### config.mk
export PLATFORM = sky130hd
export DESIGN_NAME = l1i_lru
export DESIGN_NICKNAME = d
export VERILOG_FILES = /design/src/hw/l1i_pkg.sv /design/src/hw/l1i_lru.sv
export SDC_FILE = /design/constraint.sdc
export NUM_CORES = 1
export LEC_CHECK = 0
export BUFFER_PORTS_ARGS = -buffer_cell sky130_fd_sc_hd__buf_2
export CAP_MARGIN = 0
export CORE_ASPECT_RATIO = 0.9
export CORE_MARGIN = 2
export CORE_UTILIZATION = 40
export DETAILED_ROUTE_END_ITERATION = 8
export PLACE_DENSITY_LB_ADDON = 0.05
export RECOVER_POWER = 50
export SLEW_MARGIN = 20
export SYNTH_ARGS = -nofsm -noshare
export SYNTH_HDL_FRONTEND = slang
export SYNTH_SLANG_ARGS = --single-unit
### constraint.sdc
create_clock -name clk -period 13.1 [get_ports clk]
set_input_delay 1.31 -clock clk [delete_from_list [all_inputs] [get_ports clk]]
set_output_delay 1.31 -clock clk [all_outputs]
set_load 0.1 [all_outputs]
### src/hw/l1i_pkg.sv
// L1 instruction cache shared definitions
// Cache geometry, the fetch address seen flat or split into fields,
// the tag memory entry and the line carried from the MAU

package l1i_pkg;

	// --------------------------------------------------
	// Geometry
	// --------------------------------------------------
	// Fetch address and instruction word
	localparam int ADDR_W   = 32;
	localparam int DATA_W   = 32;

	// One line holds four words
	localparam int LINE_W   = 128;
	localparam int OFFSET_W = 4;

	// Set count and the derived field widths
	localparam int SETS     = 64;
	localparam int IDX_W    = 6;
	localparam int TAG_W    = ADDR_W - IDX_W - OFFSET_W;

	// --------------------------------------------------
	// Address views
	// --------------------------------------------------
	// Tag on top, byte offset at the bottom
	typedef struct packed {
		logic [TAG_W-1:0]    tag;
		logic [IDX_W-1:0]    idx;
		logic [OFFSET_W-1:0] offset;
	} l1i_addr_s;

	// Same word, plain or decoded
	typedef union packed {
		logic [ADDR_W-1:0] flat;
		l1i_addr_s         fields;
	} l1i_addr_u;

	// --------------------------------------------------
	// Storage and MAU payload
	// --------------------------------------------------
	// Entry of one way of the tag memory
	typedef struct packed {
		logic             valid;
		logic [TAG_W-1:0] tag;
	} l1i_tag_entry_s;

	// Full line returned by the MAU in one beat
	typedef struct packed {
		logic [LINE_W-1:0] line;
	} l1i_mau_rsp_s;

endpackage

### src/hw/l1i_lru.sv
// L1I true-LRU replacement
// Per set, each way carries an age rank, 0 youngest.
// Qualifies tag matches into hit and hit way, otherwise picks the
// victim (lowest invalid way, else oldest) and ages on update.

`timescale 1ns/1ns

module l1i_lru import l1i_pkg::*; #(
	parameter int WAYS = 2
) (
	input  logic             clk,
	input  logic             rst_n,
	input  logic             lookup,
	input  logic [IDX_W-1:0] idx,
	input  logic [WAYS-1:0]  tag_match,
	input  logic [WAYS-1:0]  tag_valid,
	input  logic             update,
	output logic             hit,
	output logic [WAYS-1:0]  way_vec,
	output logic             lru_ready
);

	localparam int AGE_W = $clog2(WAYS);

	typedef logic [WAYS-1:0][AGE_W-1:0] age_vec_t;

	age_vec_t         age_mem [SETS];
	age_vec_t         cur_age;
	age_vec_t         new_age;
	age_vec_t         init_age;
	logic [IDX_W-1:0] idx_q;
	logic [IDX_W-1:0] clr_cnt;
	logic             clr_busy;
	logic [WAYS-1:0]  hit_vec;
	logic [WAYS-1:0]  victim;
	logic [AGE_W-1:0] used_age;
	logic             found;

	// --------------------------------------------------
	// Index of the request now in compare
	// --------------------------------------------------
	always_ff @(posedge clk) begin
		if (lookup)
			idx_q <= idx;
	end

	assign cur_age = age_mem[idx_q];

	// --------------------------------------------------
	// Hit, victim and new ranks
	// --------------------------------------------------
	always_comb begin
		hit_vec = tag_match & tag_valid;
		hit     = |hit_vec;
		// Free way first
		found   = 1'b0;
		victim  = '0;
		for (int w = 0; w < WAYS; w++) begin
			if (!tag_valid[w] && !found) begin
				victim[w] = 1'b1;
				found     = 1'b1;
			end
		end
		// All valid, evict the oldest
		if (!found) begin
			for (int w = 0; w < WAYS; w++)
				victim[w] = (cur_age[w] == AGE_W'(WAYS - 1));
		end
		way_vec  = hit ? hit_vec : victim;
		// Rank of the way being touched
		used_age = '0;
		for (int w = 0; w < WAYS; w++) begin
			if (way_vec[w])
				used_age = used_age | cur_age[w];
		end
		// Touched way youngest, younger ones age by one
		for (int w = 0; w < WAYS; w++) begin
			if (way_vec[w])
				new_age[w] = '0;
			else if (cur_age[w] < used_age)
				new_age[w] = cur_age[w] + 1'b1;
			else
				new_age[w] = cur_age[w];
			init_age[w] = AGE_W'(w);
		end
	end

	// --------------------------------------------------
	// Age state and its clear walk
	// --------------------------------------------------
	always_ff @(posedge clk or negedge rst_n) begin
		if (!rst_n) begin
			clr_cnt  <= '0;
			clr_busy <= 1'b1;
		end else if (clr_busy) begin
			clr_cnt <= clr_cnt + 1'b1;
			if (clr_cnt == IDX_W'(SETS - 1))
				clr_busy <= 1'b0;
		end
	end

	// Walk seeds each set with a legal permutation
	always_ff @(posedge clk) begin
		if (clr_busy)
			age_mem[clr_cnt] <= init_age;
		else if (update)
			age_mem[idx_q] <= new_age;
	end

	assign lru_ready = !clr_busy;

endmodule

==> metrics.md, run 1 <==
| Metric | Value |
|---|---|
| Largest net degree at the start of global routing | 65 |
| Top Ports | 18 |
| Routed Wire Length | 13.75 mm |
| Max-Cap Viols | 0 |
| Worst Tran Pin Value | 1.162 ns |
| CP Class | register to output port |
| Primary FF master, synth | edfxtp_1 |
| Critical path cell sequence | buf_4, mux4_1, a22oi_1, a21boi_1, nor4_4, a21oi_2, or2_1, buf_2 |
| Synth cell count leaders | edfxtp_1 (134), nor2_1 (70), nand2_1 (27) |
| Chip width | 135.4 µm |
| WHS | 0.5548 ns |
| Async S/R FF share, synth | 4.762% |
| Total gr overflow | 0 |
| DP HPWL | 8.942 mm |
| EDFF count, synth | 134 |
| Top-count cell post-synth | edfxtp_1 |
| Endpoints failing setup | 0 |
| Iter 0 DRT Violations | 320 |
| DR vias/cell | 5.366 |
| Layout cells sized above 1 | 19.20% |
| Core box area | 15330 µm² |
| Slew HR | 22.90% |
| Fillers | 1343 |
| Yosys warnings | 0 |
| Cell taking the most area after synthesis | edfxtp_1 |
| M1 wire length | 6.585 mm |
| Post-CTS setup buffer count | 0 |
| Buf+Inv Stages, Crit Path | 2 |
| Post-synth top area share | 64.70% |
| Met3 WL post-DR | 682 µm |
| Worst Setup End Kind | output port |
| Min cycle time layout | 4.677 ns |
| Area occupied by multi-input gates | 1823 µm² |
| DR DRC count | 0 |
| Maximum clock rate | 213.8 MHz |
| H-tree levels | 4 |
| CP top delay family | buffers and inverters |
| Total negative slack | 0 ns |
| Gr usage total | 18.18% |
| Inserted Clock Buffers | 17 |
| Post-Place Cells | 597 |
| CTS tree | yes |
| Post-Syn Area | 6220 µm² |
| Clock sinks | 147 |
| Mapped Avg Cell Area | 16.03 µm² |
| Mapped Cells | 388 |
| Syn Nets | 403 |
| Post-CTS Resized | 0 |
| WP data required | 11.79 ns |
| Hold buffers post-CTS | 0 |
| Cell count along the critical path | 8 |
| DRT antenna net count | 0 |
| Max clock buf depth | 2 |
| Final std cells w/o fill | 629 |
| Cell row count | 43 |
| Crit share post-route | 35.70% |
| Area Growth Syn to Fin | 15.49% |
| Initial core utilization | 40.56% |
| Worst hold stages | 1 |
| Top post-synthesis cells by area | edfxtp_1 (65%), mux4_2 (9.1%), nor2_1 (4.2%) |
| Final setup skew | 0.007324 ns |
| First-pass GRT wire length | 21.08 mm |
| Worst path slowest cell | mux4_1 |
| CP Launch Type | register |
| Vias in the first global route | 3509 |
| Clock transition at path regs | 0.06 ns |
| Power per cell area | 160.7 nW/µm² |
| Vias | 3375 |
| Worst-case reg-to-reg path depth | 8 |
| Latest clock arrival within the worst-skew pair | 0.43 ns |
| Leak | 2.309 nW |
| Worst vdd ir | 0.09736 mV |
| Final Wtd Congestion | 0.7738 |
| Status | finished clean |
| Pins Over Slew Limit | 0 |
| Yosys cell types | 47 |
| Unrepaired setup endpoints after global routing | false |
| Root Driver | clkbuf_16 |
| CP arrival | 3.37 ns |
| Number of buffers added on ports | 17 |
| Die height | 122.3 µm |
| Util after Layout | 46.85% |
| Final Hold Vio Count | 0 |
| N_diodes | 0 |
| Crit-path max FO | 28 |
| FF+latch count, synth | 147 |
| Sequential cell area | 4322 µm² |
| First-pass DRT Iterations | 4 |
| Met2 WL | 6.273 mm |
| Die area | 16560 µm² |
| Worst path max stage delay | 0.63 ns |
| Nets | 429 |
| Highest metal used | met4 |
| Initial antenna violation count | 0 |
| Average wire per standard cell | 21.86 µm |
| Sequential area share after synthesis | 69.46% |
| Hold Crit Class | register to register |
## final timing paths
kind	start	endpoint	slack, ns
worst max-delay path	register	way_vec[1]	8.42
worst min-delay path	idx_q[3]	register	0.55
worst max register to register	register	age_mem[59][1]	9.58
worst min register to register	idx_q[3]	register	0.55
max in group asynchronous	rst_n	clr_busy	12.01
min in group asynchronous	rst_n	clr_cnt[3]	0.78
## stage by stage
step / cell area, µm² / power (mW) / setup slack, ns
floorplan: 6220 / 0.6056 / 6.763
global placement: 6539 / 0.6355 / 8.871
detailed placement: 6539 / 0.6366 / 8.817
CTS: 7191 / 1.167 / 8.357
global route: 7183 / 1.193 / 8.220
finish: 7183 / 1.154 / 8.423
## worst reg2reg max path, cell delays in order (launching register included)
cell and delay [ns]:
dfxtp_2 0.39, buf_4 0.49, mux4_1 0.66, a22oi_1 0.22, a21boi_1 0.14, nor4_4 0.39
a21oi_2 0.13, o31ai_4 0.23, buf_4 0.52
## where the power goes
part	internal, mW	leakage (nW)	switching [mW]
Combinational	0.0315	0.643	0.0583
Clock	0.343	0.310	0.187
Sequential	0.527	1.36	0.00740
Total	0.902	2.31	0.252
## flip-flops by register name, summed over array words and instances (netlist names), named ones only
signal and flops:
age_mem 128, idx_q 6, clr_cnt 6, clr_busy 1
## cell families (layout without fill, tap and decap cells)
family                     Yosys count  count (layout)  share of synthesized area [%]
DFF                                147             147                          69.46
and+or+nand+nor                    134             134                          9.676
muxes                               42              42                          13.76
AOI/OAI and AO/OA                   39              39                          4.627
buffers and inverters               20              59                          1.569
xor gates and xnor gates             5               5                         0.7042
adders and majority gates            1               1                         0.2011
## layer usage
metal	GRT usage, %	up-vias
met5	0	-
met2	27.22	68
met1	26.42	1723
met3	4.461	14
met4	5.794	0
li1	-	1570
## cell type report
type | instances | share of cell area, %
timing repair buffer | 22 | 1.603
sequential | 147 | 60.16
multi-input combinational | 221 | 25.38
clock buffer | 20 | 6.218
inverter | 5 | 0.2613
tap | 202 | 3.519
clock inverter | 12 | 2.857
## cells in the final DEF, fill, tap and decap left out, types with 4 or more instances in the layout
cell	synthesis	routed
edfxtp_1	134	134
dfrtp_1	6	6
clkinv_4	0	4
nand3_1	9	9
nor2_1	70	70
mux4_2	25	25
o21ai_0	6	6
nand2b_1	8	8
buf_2	3	11
clkbuf_1	9	8
mux2_2	7	5
nor2b_1	4	4
clkbuf_16	0	17
buf_4	1	5
nand2_1	27	27
bufinv_16	0	5
inv_1	5	5
dfxtp_1	6	5
a22oi_1	8	8
mux4_1	7	7
No activity file was read; power rests on OpenSTA's default activity.
==> inputs of run 2 (changes only) <==
==> constraint.sdc (replaced) <==
create_clock -name clk -period 4.75 [get_ports clk]
set_input_delay 0.475 -clock clk [delete_from_list [all_inputs] [get_ports clk]]
set_output_delay 0.475 -clock clk [all_outputs]
set_load 0.1 [all_outputs]
==> metrics.md, run 2 (synthesized netlist as in run 1, its figures left out) <==
| Metric | Value |
|---|---|
| Maximum clock rate | 249.6 MHz |
| Chip width | 135.4 µm (unchanged) |
| Worst hold stages | 1 (unchanged) |
| Min cycle time layout | 4.007 ns |
| Post-CTS Resized | 0 (unchanged) |
| Number of buffers added on ports | 17 (unchanged) |
| Cell count along the critical path | 6 (was 8) |
| Layout cells sized above 1 | 19.72% (was 19.20%) |
| Worst Setup End Kind | output port (unchanged) |
| Endpoints failing setup | 0 (unchanged) |
| Vias | 3389 (was 3375) |
| Unrepaired setup endpoints after global routing | false (unchanged) |
| Sequential cell area | 4322 µm² (unchanged) |
| Root Driver | clkbuf_16 (unchanged) |
| Total gr overflow | 0 (unchanged) |
| Biggest register | age_mem (unchanged) |
| DP HPWL | 9.092 mm (was 8.942 mm) |
| Status | finished clean (unchanged) |
| Gr usage total | 18.18% (about the same) |
| Final Wtd Congestion | 0.8061 (was 0.7738) |
| CTS tree | yes (unchanged) |
| WP data required | 4.28 ns (was 11.79 ns) |
| Routed Wire Length | 13.83 mm (was 13.75 mm) |
| Commonest non-fill, non-tap cell in the layout | edfxtp_1 (unchanged) |
| Iter 0 DRT Violations | 271 (was 320) |
| Core box area | 15330 µm² (unchanged) |
| Buf+Inv Stages, Crit Path | 1 (was 2) |
| Top Ports | 18 (unchanged) |
| Worst-case reg-to-reg path depth | 7 (was 8) |
| Leading registers by flop count | age_mem: 128 flops, clr_cnt: 6 flops, idx_q: 6 flops (unchanged) |
| DRT antenna net count | 0 (unchanged) |
| Worst path max stage delay | 0.83 ns (was 0.63 ns) |
| Worst Tran Pin Value | 1.164 ns (was 1.162 ns) |
| Commonest cells after routing, fill and taps aside | edfxtp_1 (134), nor2_1 (70), nand2_1 (27), mux4_2 (25), clkbuf_16 (17) (unchanged) |
| Clock sinks | 147 (unchanged) |
| Fillers | 1378 (was 1343) |
| Max FFs per register | 128 (unchanged) |
| CP top delay family | compound AO/OA/AOI/OAI gates (was buffers and inverters) |
| Vias in the first global route | 3512 (was 3509) |
| Clock transition at path regs | 0.06 ns (about the same) |
| Hold buffers post-CTS | 1 (was 0) |
| Die area | 16560 µm² (unchanged) |
| DR DRC count | 0 (unchanged) |
| H-tree levels | 4 (unchanged) |
| Largest net degree at the start of global routing | 65 (unchanged) |
| CP arrival | 3.53 ns (was 3.37 ns) |
| Average wire per standard cell | 21.85 µm (was 21.86 µm) |
| Area occupied by multi-input gates | 1829 µm² (was 1823 µm²) |
| Max clock buf depth | 2 (unchanged) |
| Power per cell area | 424.8 nW/µm² (was 160.7 nW/µm²) |
| Crit share post-route | 84.36% |
| First-pass GRT wire length | 21.33 mm (was 21.08 mm) |
| Initial core utilization | 40.56% (unchanged) |
| Inserted Clock Buffers | 17 (unchanged) |
| Leak | 2.290 nW (was 2.309 nW) |
| Cell row count | 43 (unchanged) |
| Total negative slack | 0 ns (unchanged) |
| First-pass DRT Iterations | 4 (unchanged) |
| Worst path slowest cell | dfxtp_2 (was mux4_1) |
| Nets | 433 (was 429) |
| Slew HR | 22.72% (was 22.90%) |
| Initial antenna violation count | 0 (unchanged) |
| Hold Crit Class | primary input to register (was register to register) |
| Pins Over Slew Limit | 0 (unchanged) |
| Final Hold Vio Count | 0 (unchanged) |
| Max-Cap Viols | 0 (unchanged) |
| Critical path cell sequence | mux4_2, nor3_1, o311ai_0, nand4_1, o221ai_2, buf_2 (was buf_4, mux4_1, a22oi_1, a21boi_1, nor4_4, a21oi_2, or2_1, buf_2) |
| CP Launch Type | register (unchanged) |
| Area Growth Syn to Fin | 14.87% (was 15.49%) |
| Die height | 122.3 µm (unchanged) |
| DR vias/cell | 5.354 (was 5.366) |
| N_diodes | 0 (unchanged) |
| Final setup skew | 0.009998 ns (was 0.007324 ns) |
| Worst vdd ir | 0.2896 mV (was 0.09736 mV) |
| Final Total Pwr | 3.035 mW (was 1.154 mW) |
| Latest clock arrival within the worst-skew pair | 0.42 ns (was 0.43 ns) |
| Post-CTS setup buffer count | 0 (unchanged) |
| Crit-path max FO | 21 (was 28) |
| CP Class | register to output port (unchanged) |
[run 2: metal layers]
| metal | track usage (%) | vias to the layer above | share of wire [%] |
|---|---|---|---|
| met5 | 0 | - | 0 |
| met4 | 5.273 | 0 | 1.9 |
| met3 | 5.576 | 17 | 4.9 |
| met2 | 27.09 | 75 | 45 |
| met1 | 25.97 | 1727 | 48 |
| li1 | - | 1570 | - |
[run 2: layout make-up]
| cell class | instances | share of cell area (%) |
|---|---|---|
| clock buffers | 17 | 5.954 |
| multi-input cells | 221 | 25.60 |
| repair buffers | 26 | 1.979 |
| well taps | 202 | 3.538 |
| inverters | 5 | 0.2627 |
| flip-flops and latches | 147 | 60.49 |
| clock inverters | 15 | 2.172 |
[run 2: report_power, final]
group / switching (mW) / leakage [nW] / internal, mW / total (mW)
clock: 0.534 / 0.282 / 0.777 / 1.31
sequential: 0.0313 / 1.36 / 1.45 / 1.48
combinational: 0.151 / 0.653 / 0.0896 / 0.241
[run 2: path summary, 6_finish.rpt]
kind / end / slack (ns) / start
max in group asynchronous: clr_busy / 3.92 / rst_n
max: way_vec[0] / 0.74 / register
min reg2reg: register / 0.56 / idx_q[3]
min: idx_q[4] / 0.25 / idx[4]
min in group asynchronous: clr_cnt[0] / 0.50 / rst_n
max reg2reg: age_mem[12][1] / 1.16 / register
[run 2: per-stage QoR]
| stage | hold WS [ns] | instances | worst slack, ns | util [%] | area (µm²) |
|---|---|---|---|---|---|
| after global placement | 0.3134 | 600 | 1.205 | 42.83 | 6568 |
| after global routing | 0.2374 | 633 | 0.5623 | 46.59 | 7144 |
| after detailed placement | 0.3242 | 600 | 1.139 | 42.83 | 6568 |
| final | 0.2528 | 633 | 0.7431 | 46.59 | 7144 |
| after CTS | 0.2347 | 633 | 0.7049 | 46.68 | 7158 |
| after floorplan | 0.1794 | 388 | 0.3846 | - | 6231 |
