===== config.mk =====
export PLATFORM = sky130hd
export DESIGN_NAME = l1i_ctrl
export DESIGN_NICKNAME = d
export VERILOG_FILES = /design/src/hw/l1i_pkg.sv /design/src/hw/l1i_ctrl.sv
export SDC_FILE = /design/constraint.sdc
export NUM_CORES = 1
export LEC_CHECK = 0
export BUFFER_PORTS_ARGS = -buffer_cell sky130_fd_sc_hd__buf_2
export CORE_AREA = 2 2 226 228
export DETAILED_ROUTE_END_ITERATION = 8
export DIE_AREA = 0 0 228 230
export PLACE_DENSITY_LB_ADDON = 0.05
export REMOVE_ABC_BUFFERS = 1
export SYNTH_ARGS = -nofsm -noshare
export SYNTH_HDL_FRONTEND = slang
export SYNTH_SLANG_ARGS = --single-unit

===== constraint.sdc =====
create_clock -name clk -period 5.84 [get_ports clk]
set_input_delay 0.584 -clock clk [delete_from_list [all_inputs] [get_ports clk]]
set_output_delay 0.584 -clock clk [all_outputs]
set_load 0.1 [all_outputs]

===== src/hw/l1i_pkg.sv =====
// L1 instruction cache shared definitions
// Cache geometry, the fetch address seen flat or split into fields,
// the tag memory entry and the line carried from the MAU

package l1i_pkg;

	// --------------------------------------------------
	// Geometry
	// --------------------------------------------------
	// Fetch address and instruction word
	localparam int ADDR_W   = 32;
	localparam int DATA_W   = 32;

	// One line holds four words
	localparam int LINE_W   = 128;
	localparam int OFFSET_W = 4;

	// Set count and the derived field widths
	localparam int SETS     = 64;
	localparam int IDX_W    = 6;
	localparam int TAG_W    = ADDR_W - IDX_W - OFFSET_W;

	// --------------------------------------------------
	// Address views
	// --------------------------------------------------
	// Tag on top, byte offset at the bottom
	typedef struct packed {
		logic [TAG_W-1:0]    tag;
		logic [IDX_W-1:0]    idx;
		logic [OFFSET_W-1:0] offset;
	} l1i_addr_s;

	// Same word, plain or decoded
	typedef union packed {
		logic [ADDR_W-1:0] flat;
		l1i_addr_s         fields;
	} l1i_addr_u;

	// --------------------------------------------------
	// Storage and MAU payload
	// --------------------------------------------------
	// Entry of one way of the tag memory
	typedef struct packed {
		logic             valid;
		logic [TAG_W-1:0] tag;
	} l1i_tag_entry_s;

	// Full line returned by the MAU in one beat
	typedef struct packed {
		logic [LINE_W-1:0] line;
	} l1i_mau_rsp_s;

endpackage


===== src/hw/l1i_ctrl.sv =====
// L1I controller
// Lookup stage accepts fetches and starts tag, data and LRU reads.
// Compare stage forms the tag match, answers hits and, on a miss,
// runs the MAU handshake and refills the victim way.

`timescale 1ns/1ns

module l1i_ctrl import l1i_pkg::*; #(
	parameter int WAYS = 2
) (
	input  logic             clk,
	input  logic             rst_n,
	// Core side
	input  logic             core_req_valid,
	input  l1i_addr_u        core_req_addr,
	output logic             core_req_ready,
	output logic             core_rsp_valid,
	output logic [DATA_W-1:0] core_rsp_data,
	// MAU side
	output logic             mau_req_valid,
	output l1i_addr_u        mau_req_addr,
	input  logic             mau_req_ready,
	input  logic             mau_rsp_valid,
	input  l1i_mau_rsp_s     mau_rsp,
	// Memory controls
	output logic             mem_rd_en,
	output logic [WAYS-1:0]  mem_we,
	output logic [IDX_W-1:0] mem_idx,
	output l1i_tag_entry_s   tag_wentry,
	// Memory results
	input  l1i_tag_entry_s   tag_rentry [WAYS],
	input  l1i_mau_rsp_s     data_rline [WAYS],
	input  logic [WAYS-1:0]  clear_done,
	// LRU
	output logic             lru_lookup,
	output logic [IDX_W-1:0] lru_idx,
	output logic [WAYS-1:0]  tag_match,
	output logic [WAYS-1:0]  tag_valid,
	output logic             lru_update,
	input  logic             lru_hit,
	input  logic [WAYS-1:0]  lru_way,
	input  logic             lru_ready
);

	typedef enum logic [1:0] {ST_IDLE, ST_REQ, ST_WAIT, ST_RESP} state_e;

	state_e       state;
	l1i_addr_u    comp_addr;
	logic         comp_valid;
	logic         cleared;
	logic         accept;
	logic         comp_hit;
	logic         comp_miss;
	logic         refill;
	l1i_mau_rsp_s hit_line;
	l1i_mau_rsp_s fill_q;

	// Word of a line by the upper offset bits
	function automatic logic [DATA_W-1:0] pick_word(input l1i_mau_rsp_s l,
		input logic [OFFSET_W-1:0] off);
		logic [OFFSET_W-3:0] w;
		w = off[OFFSET_W-1:2];
		return l.line[w*DATA_W +: DATA_W];
	endfunction

	// --------------------------------------------------
	// Lookup stage
	// --------------------------------------------------
	assign cleared   = (&clear_done) & lru_ready;
	assign comp_hit  = (state == ST_IDLE) && comp_valid && lru_hit;
	assign comp_miss = (state == ST_IDLE) && comp_valid && !lru_hit;
	assign refill    = (state == ST_WAIT) && mau_rsp_valid;

	// Stall while a miss is held in compare
	assign core_req_ready = cleared &&
		(((state == ST_IDLE) && !comp_miss) || (state == ST_RESP));
	assign accept = core_req_valid && core_req_ready;

	always_ff @(posedge clk or negedge rst_n) begin
		if (!rst_n)
			comp_valid <= 1'b0;
		else if (core_req_ready)
			comp_valid <= core_req_valid;
	end

	always_ff @(posedge clk) begin
		if (accept)
			comp_addr <= core_req_addr;
	end

	// Shared memory port, lookup index or refill index
	assign mem_rd_en  = accept;
	assign mem_idx    = accept ? core_req_addr.fields.idx : comp_addr.fields.idx;
	assign mem_we     = refill ? lru_way : '0;
	assign tag_wentry = '{valid: 1'b1, tag: comp_addr.fields.tag};
	assign lru_lookup = accept;
	assign lru_idx    = core_req_addr.fields.idx;
	assign lru_update = comp_hit || refill;

	// --------------------------------------------------
	// Compare stage
	// --------------------------------------------------
	always_comb begin
		for (int w = 0; w < WAYS; w++) begin
			tag_match[w] = (tag_rentry[w].tag == comp_addr.fields.tag);
			tag_valid[w] = tag_rentry[w].valid;
		end
	end

	// Line of the way chosen by the LRU
	always_comb begin
		hit_line = '0;
		for (int w = 0; w < WAYS; w++) begin
			if (lru_way[w])
				hit_line.line = hit_line.line | data_rline[w].line;
		end
	end

	assign core_rsp_valid = comp_hit || (state == ST_RESP);
	assign core_rsp_data  = pick_word((state == ST_RESP) ? fill_q : hit_line,
		comp_addr.fields.offset);

	// --------------------------------------------------
	// Miss and refill FSM
	// --------------------------------------------------
	always_ff @(posedge clk or negedge rst_n) begin
		if (!rst_n) begin
			state <= ST_IDLE;
		end else begin
			case (state)
				ST_IDLE: if (comp_miss) state <= mau_req_ready ? ST_WAIT : ST_REQ;
				ST_REQ:  if (mau_req_ready) state <= ST_WAIT;
				ST_WAIT: if (mau_rsp_valid) state <= ST_RESP;
				default: state <= ST_IDLE;
			endcase
		end
	end

	// Line kept for the response cycle
	always_ff @(posedge clk) begin
		if (refill)
			fill_q <= mau_rsp;
	end

	// Request rises in the compare cycle itself
	assign mau_req_valid = comp_miss || (state == ST_REQ);

	always_comb begin
		mau_req_addr = comp_addr;
		mau_req_addr.fields.offset = '0;
	end

endmodule


==> flow_metrics.tcl, run 1 <==
set metrics [dict create \
    outcome "finished, final reports clean" \
    path_cells "buf_4 -> nor2_4 -> buf_4 -> a22o_1 -> o41ai_2 -> buf_2" \
    min_period_over_period_pct 68.4 \
    grt_pass1_wl_mm 56.2 \
    slowest_delay_ns 0.89 \
    die_h_um 230 \
    finish.utilization_pct 25.6 \
    num_vias 7788 \
    gr-total-overflow 0 \
    antenna_found_initial 13 \
    numClockSinks 161 \
    place_hpwl_mm 31.1 \
    hold_viol 0 \
    critPathCaptureType "output port" \
    dieWidth_um 228 \
    yosys_warnings 0 \
    path_class "flip-flop to output port" \
    startpoint_type "flip-flop" \
    worst_pin_slew_ns 0.981 \
    drt_iter0_drc 317 \
    cts_buffer_depth 2 \
    dpl_worst_slack_ns 2.23 \
    avgViaCountPerCell 4.28 \
    cts_buffers 17 \
    max_freq_mhz 250 \
    slew_headroom_pct 34.6 \
    power_frac_seq_pct 34.4 \
    synth_area_per_cell_sq_um 14.1 \
    wl_mm 40.0 \
    switching_power_mw 1.87 \
    ios 584 \
    post_cts_resized 0 \
    core-area_sq_um 49900 \
    synth_edf_count 158 \
    layout.area.seq_sq_um 4820 \
    holdBufCountCts 1 \
    synth_top_area_cell "edfxtp_1" \
    cts_setup_buffers 0 \
    grt_max_degree 90 \
    area_delta_synth_final_pct 41.5 \
    drt_pass1_iterations 6 \
    grt_pass1_vias 8231 \
    syn_area_sq_um 9030 \
    power_frac_clock_pct 26.1 \
    synth_cells 638 \
    multi_input_area_sq_um 3480 \
    internal_power_mw 2.58 \
    grt_usage_pct 15.0 \
    holdWs_ns 0.282 \
    grt_setup_unrepaired "no" \
    peakVddDrop_mv 0.174 \
    cts_tree "yes" \
    routedWlPerCell_um 22.0 \
    cp_common_cell "buf_4" \
    yosysUniqueCellTypes 36 \
    gp_congestion 0.809 \
    power.density_nw_per_um2 349 \
    finalClockSkew_ns 0.00751 \
    crit_arrival_ns 3.41 \
    num_rows 82 \
    worst-r2r-setup-slack_ns 2.80 \
    crit_fanout 32 \
    synthTopCellsByArea "edfxtp_1 (53%), mux4_2 (8.0%), a221oi_1 (6.2%)" \
    ys_seq_elements 161 \
    layout-drive-gt1-share_pct 60.3 \
    root_buffer "clkbuf_16" \
    ys_seq_area_share_pct 53.4 \
    layout.nets 1608 \
    async_flop_share_pct 1.86 \
    setup_viol 0 \
    clkSlewWorstSetupHoldPaths_ns 0.07 \
    p_sw_share_pct 42.1 \
    slew_viol_final 0 \
    crit_required_ns 5.26 \
    cpMaxStageDelayCell "edfxtp_1" \
    fillerInstances 5434 \
    setup_slack_ns 1.84 \
    htreeDepth 4 \
    period_needed_ns 4.00 \
    synth_ff_type "edfxtp_1" \
    hold_class "primary input to flip-flop" \
    portBuffers 572 \
    ant_nets 0 \
    cap_viol_max_count 0 \
    synth_top_area_share_pct 52.6 \
    power_frac_comb_pct 39.4 \
    route.detailed.drc 0 \
    die_area_sq_um 52400 \
    insertion_delay_ns 0.47 \
    power_leakage_nw 5.29 \
    start_util_pct 18.1 \
]
[stage by stage]
| step | total power, mW | TNS [ns] | instances | cell area, sq um |
|---|---|---|---|---|
| floorplan | 2.83 | -4.21 | 521 | 8280 |
| global placement | 3.36 | 0 | 1783 | 12200 |
| detailed placement | 3.35 | 0 | 1783 | 12200 |
| CTS | 4.56 | 0 | 1816 | 12800 |
| global route | 4.67 | 0 | 1817 | 12800 |
| finish | 4.45 | 0 | 1818 | 12800 |
[flip-flops by register name (all words and copies together), names as in the netlist]
signal      flops
fill_q        128
state           2
comp_valid      1
comp_addr      30
[logic make-up after synthesis]
kind of cell	Yosys count	share of synthesized area, %
XOR/XNOR	44	4.27
other	2	0.0832
adder cells (fa/ha/maj)	4	0.554
buffers and inverters	124	8.52
flip-flops	161	53.4
multiplexers	39	8.84
AO/OA/AOI/OAI	199	20.8
AND/OR/NAND/NOR	65	3.58
[cell usage in the layout (no fill, tap or decap), drive strengths merged, types with 4 or more instances in the layout]
cell,instances
nor4,10
nand2,36
a22oi,64
a221oi,64
a22o,32
edfxtp,158
nand2b,5
xor2,36
o41ai,32
clkinv,8
buf,590
clkbuf,18
mux2,6
nand4,4
ha,4
inv,4
mux4,32
conb,5
xnor2,8
[worst max-delay path, delay by kind of cell, from the launching register on]
family	cells	cell delay, ns
buffers and inverters	3	1.21
and+or+nand+nor	1	0.04
AOI/OAI and AO/OA	2	0.77
DFF	1	0.89
[per-layer routing]
layer	vias to the layer above	track usage (%)	part of all wire, %
met5	-	0	0.28
met1	3757	16.0	38
met4	18	4.31	1.5
li1	3588	-	-
met2	374	27.2	52
met3	51	6.20	8.4
[Yosys cell counts, types with 3 or more instances]
cell type    n
edfxtp_1   158
buf_4       67
a221oi_1    64
a22oi_1     64
nand2_1     36
xor2_1      36
a22o_1      32
mux4_2      32
o41ai_2     30
clkbuf_1    26
buf_2       18
nor4_1      10
xnor2_1      8
mux2_1       6
buf_1        5
nand2b_1     5
buf_6        4
ha_1         4
nand4_1      4
dfrtp_1      3
inv_1        3
nor2_1       3
[power groups by stage]
stage | combinational (mW) | clock, mW | sequential [mW]
final | 1.76 | 1.16 | 1.53
after CTS | 1.79 | 1.23 | 1.54
after global placement | 1.79 | 0 | 1.56
after floorplan | 1.20 | 0 | 1.63
after detailed placement | 1.79 | 0 | 1.56
after global routing | 1.86 | 1.26 | 1.55
[final timing paths]
path                              start  cells past startpoint           endpoint
min                        mau_rsp[115]                      1        fill_q[115]
min reg2reg                  comp_valid                      2         comp_valid
max                        comp_addr[3]                      6  core_rsp_data[23]
max in group asynchronous         rst_n                      2         comp_valid
max reg2reg                    state[0]                      5         fill_q[52]
min in group asynchronous         rst_n                      2           state[0]
[layout make-up]
cell class              instances  share of cell area, %
diodes                          2                 0.0392
clock buffers                  18                   3.36
clock inverters                14                   1.29
inverters                       4                  0.118
multi-input cells             356                   27.3
flip-flops and latches        161                   37.7
well taps                     672                   6.58
repair buffers                591                   23.6
(Power assumes the default switching activity.)
==> run 2: changes to the inputs <==
--- a/config.mk
+++ b/config.mk
@@ -6,9 +6,9 @@
 export NUM_CORES = 1
 export LEC_CHECK = 0
 export BUFFER_PORTS_ARGS = -buffer_cell sky130_fd_sc_hd__buf_2
-export CORE_AREA = 2 2 226 228
+export CORE_AREA = 2 2 227 229
 export DETAILED_ROUTE_END_ITERATION = 8
-export DIE_AREA = 0 0 228 230
+export DIE_AREA = 0 0 229 231
 export PLACE_DENSITY_LB_ADDON = 0.05
 export REMOVE_ABC_BUFFERS = 1
 export SYNTH_ARGS = -nofsm -noshare
==> constraint.sdc (replaced) <==
create_clock -name clk -period 3.2 [get_ports clk]
set_input_delay 0.32 -clock clk [delete_from_list [all_inputs] [get_ports clk]]
set_output_delay 0.32 -clock clk [all_outputs]
set_load 0.1 [all_outputs]
==> flow_metrics.tcl, run 2 (synthesized netlist as in run 1, its figures left out) <==
set metrics [dict create \
    outcome "finished, final reports clean" \
    whs_endpoint "comp_addr[13]" \
    num_rows 83 \
    max_freq_mhz 335 \
    grt_setup_unrepaired "no" \
    routedWlPerCell_um 20.2 \
    insertion_delay_ns 0.47 \
    p_sw_share_pct 40.3 \
    power_leakage_nw 6.10 \
    crit_required_ns 2.88 \
    gr-total-overflow 0 \
    cts_buffer_depth 2 \
    root_buffer "clkbuf_16" \
    ios 584 \
    start_util_pct 17.8 \
    antenna_found_initial 9 \
    avgViaCountPerCell 4.22 \
    rr_endpoint "comp_addr[2]" \
    peakVddDrop_mv 0.349 \
    period_needed_ns 2.99 \
    fillerInstances 5404 \
    area_delta_synth_final_pct 62.7 \
    die_h_um 231 \
    place_area_sq_um 12500 \
    critPathCaptureType "output port" \
    ant_nets 0 \
    power_frac_clock_pct 26.5 \
    hold_path_depth 1 \
    grt_pass1_wl_mm 58.3 \
    cts_tree "yes" \
    startpoint_type "flip-flop" \
    drt_iter0_drc 388 \
    layout.nets 1775 \
    path_class "flip-flop to output port" \
    power.density_nw_per_um2 589 \
    largestRegisters "fill_q: 128 flops, comp_addr: 30 flops, state: 2 flops" \
    numClockSinks 161 \
    crit_arrival_ns 2.67 \
    final_common_cell "buf_2" \
    fin_area_sq_um 14700 \
    cts_buffers 17 \
    min_period_over_period_pct 93.4 \
    setup_viol 0 \
    hold_class "primary input to flip-flop" \
    internal_power_mw 5.17 \
    reg2reg_from "state[1]" \
    wl_mm 40.3 \
    htreeDepth 4 \
    power_frac_comb_pct 41.2 \
    grt_pass1_vias 8991 \
    portBuffers 572 \
    clkSlewWorstSetupHoldPaths_ns 0.06 \
    drt_pass1_iterations 4 \
    dieWidth_um 229 \
    grt_max_degree 78 \
    place_hpwl_mm 31.2 \
    worst_pin_slew_ns 0.680 \
    total_power_mw 8.65 \
    die_area_sq_um 52900 \
    cap_viol_max_count 0 \
    gp_congestion 0.792 \
    largest_register_ffs 128 \
    mostFrequentLayoutCells "buf_2 (561), edfxtp_1 (158), dlygate4sd3_1 (155)" \
    slew_headroom_pct 54.6 \
    num_vias 8410 \
    switching_power_mw 3.48 \
    route.detailed.drc 0 \
    r2r_cells 6 \
    slew_viol_final 0 \
    worstHoldStart "core_req_addr[13]" \
    power_frac_seq_pct 32.3 \
    tns_ns 0 \
    worst-r2r-setup-slack_ns 0.94 \
    core-area_sq_um 50700 \
    post_cts_resized 0 \
    grt_usage_pct 15.2 \
    regMostFlops "fill_q" \
    crit_fanout 16 \
    hold_viol 0 \
    finalClockSkew_ns 0.0156 \
    layout-drive-gt1-share_pct 53.5 \
]
run 2: changes by cell type in the layout (fill, tap and decap cells not counted), sizes merged, moves of 3 or more:
cell / delta
dlygate4sd3: +154
buf: +13
clkbuf: +5
clkinv: -5
clkinvlp: -3
run 2: cell type report:
| cell class | count | area [sq um] | share of cell area (%) |
|---|---|---|---|
| Tap cell | 680 | 851 | 5.79 |
| Antenna cell | 4 | 10.0 | 0.0681 |
| Clock inverter | 9 | 178 | 1.21 |
| Timing Repair Buffer | 758 | 4870 | 33.2 |
| Sequential cell | 161 | 4820 | 32.8 |
| Inverter | 4 | 15.0 | 0.102 |
| Multi-Input combinational cell | 356 | 3480 | 23.7 |
| Clock buffer | 23 | 458 | 3.12 |
run 2: power by group through the flow:
| stage | logic [mW] | registers [mW] | clock network (mW) |
|---|---|---|---|
| 2_1_floorplan | 2.19 | 2.97 | 0 |
| 3_3_place_gp | 3.47 | 2.85 | 0 |
| 3_5_place_dp | 3.46 | 2.85 | 0 |
| 4_1_cts | 3.63 | 2.80 | 2.41 |
| 5_1_grt | 3.76 | 2.83 | 2.48 |
| 6_report | 3.57 | 2.79 | 2.29 |
run 2: what timing repair did:
action,CTS,global route
hold buffers,155,0
buffers inserted,0,0
endpoints found under the hold margin,157,0
run 2: layer usage:
layer | up-vias | track usage, % | wire length (um)
met3 | 47 | 5.16 | 3080
li1 | 3913 | - | -
met1 | 4039 | 17.5 | 16300
met2 | 405 | 26.1 | 20000
met4 | 6 | 5.22 | 883
met5 | - | 0 | 41
run 2: stage by stage:
stage	std cells	utilization, %	hold slack [ns]	setup slack (ns)
after global placement	1804	24.6	0.123	0.625
final	1995	29.0	0.0630	0.212
after CTS	1991	29.0	0.00140	0.0990
after floorplan	521	-	0.0244	-2.91
after detailed placement	1804	24.6	0.124	0.650
after global routing	1995	29.0	0.0167	0.0204
run 2: worst max-delay path, stage by stage, from the launching register on:
cell and delay (ns):
dfrtp_1 0.43, inv_1 0.13, ha_1 0.27, a21oi_1 0.18, nor3b_4 0.22, buf_4 0.28, mux2_1 0.37, buf_2 0.30
run 2: worst max-delay path by stage:
stage                       startpoint                to  slack [ns]  cells past startpoint
after floorplan               state[1]        mem_idx[0]       -2.91                      4
after global placement    comp_addr[2]  core_rsp_data[2]        0.63                      5
after detailed placement  comp_addr[2]  core_rsp_data[2]        0.65                      5
after CTS                 comp_addr[2]  core_rsp_data[2]         0.1                      5
after global routing          state[0]        mem_idx[1]        0.02                      7
final                         state[1]        mem_idx[1]        0.21                      7
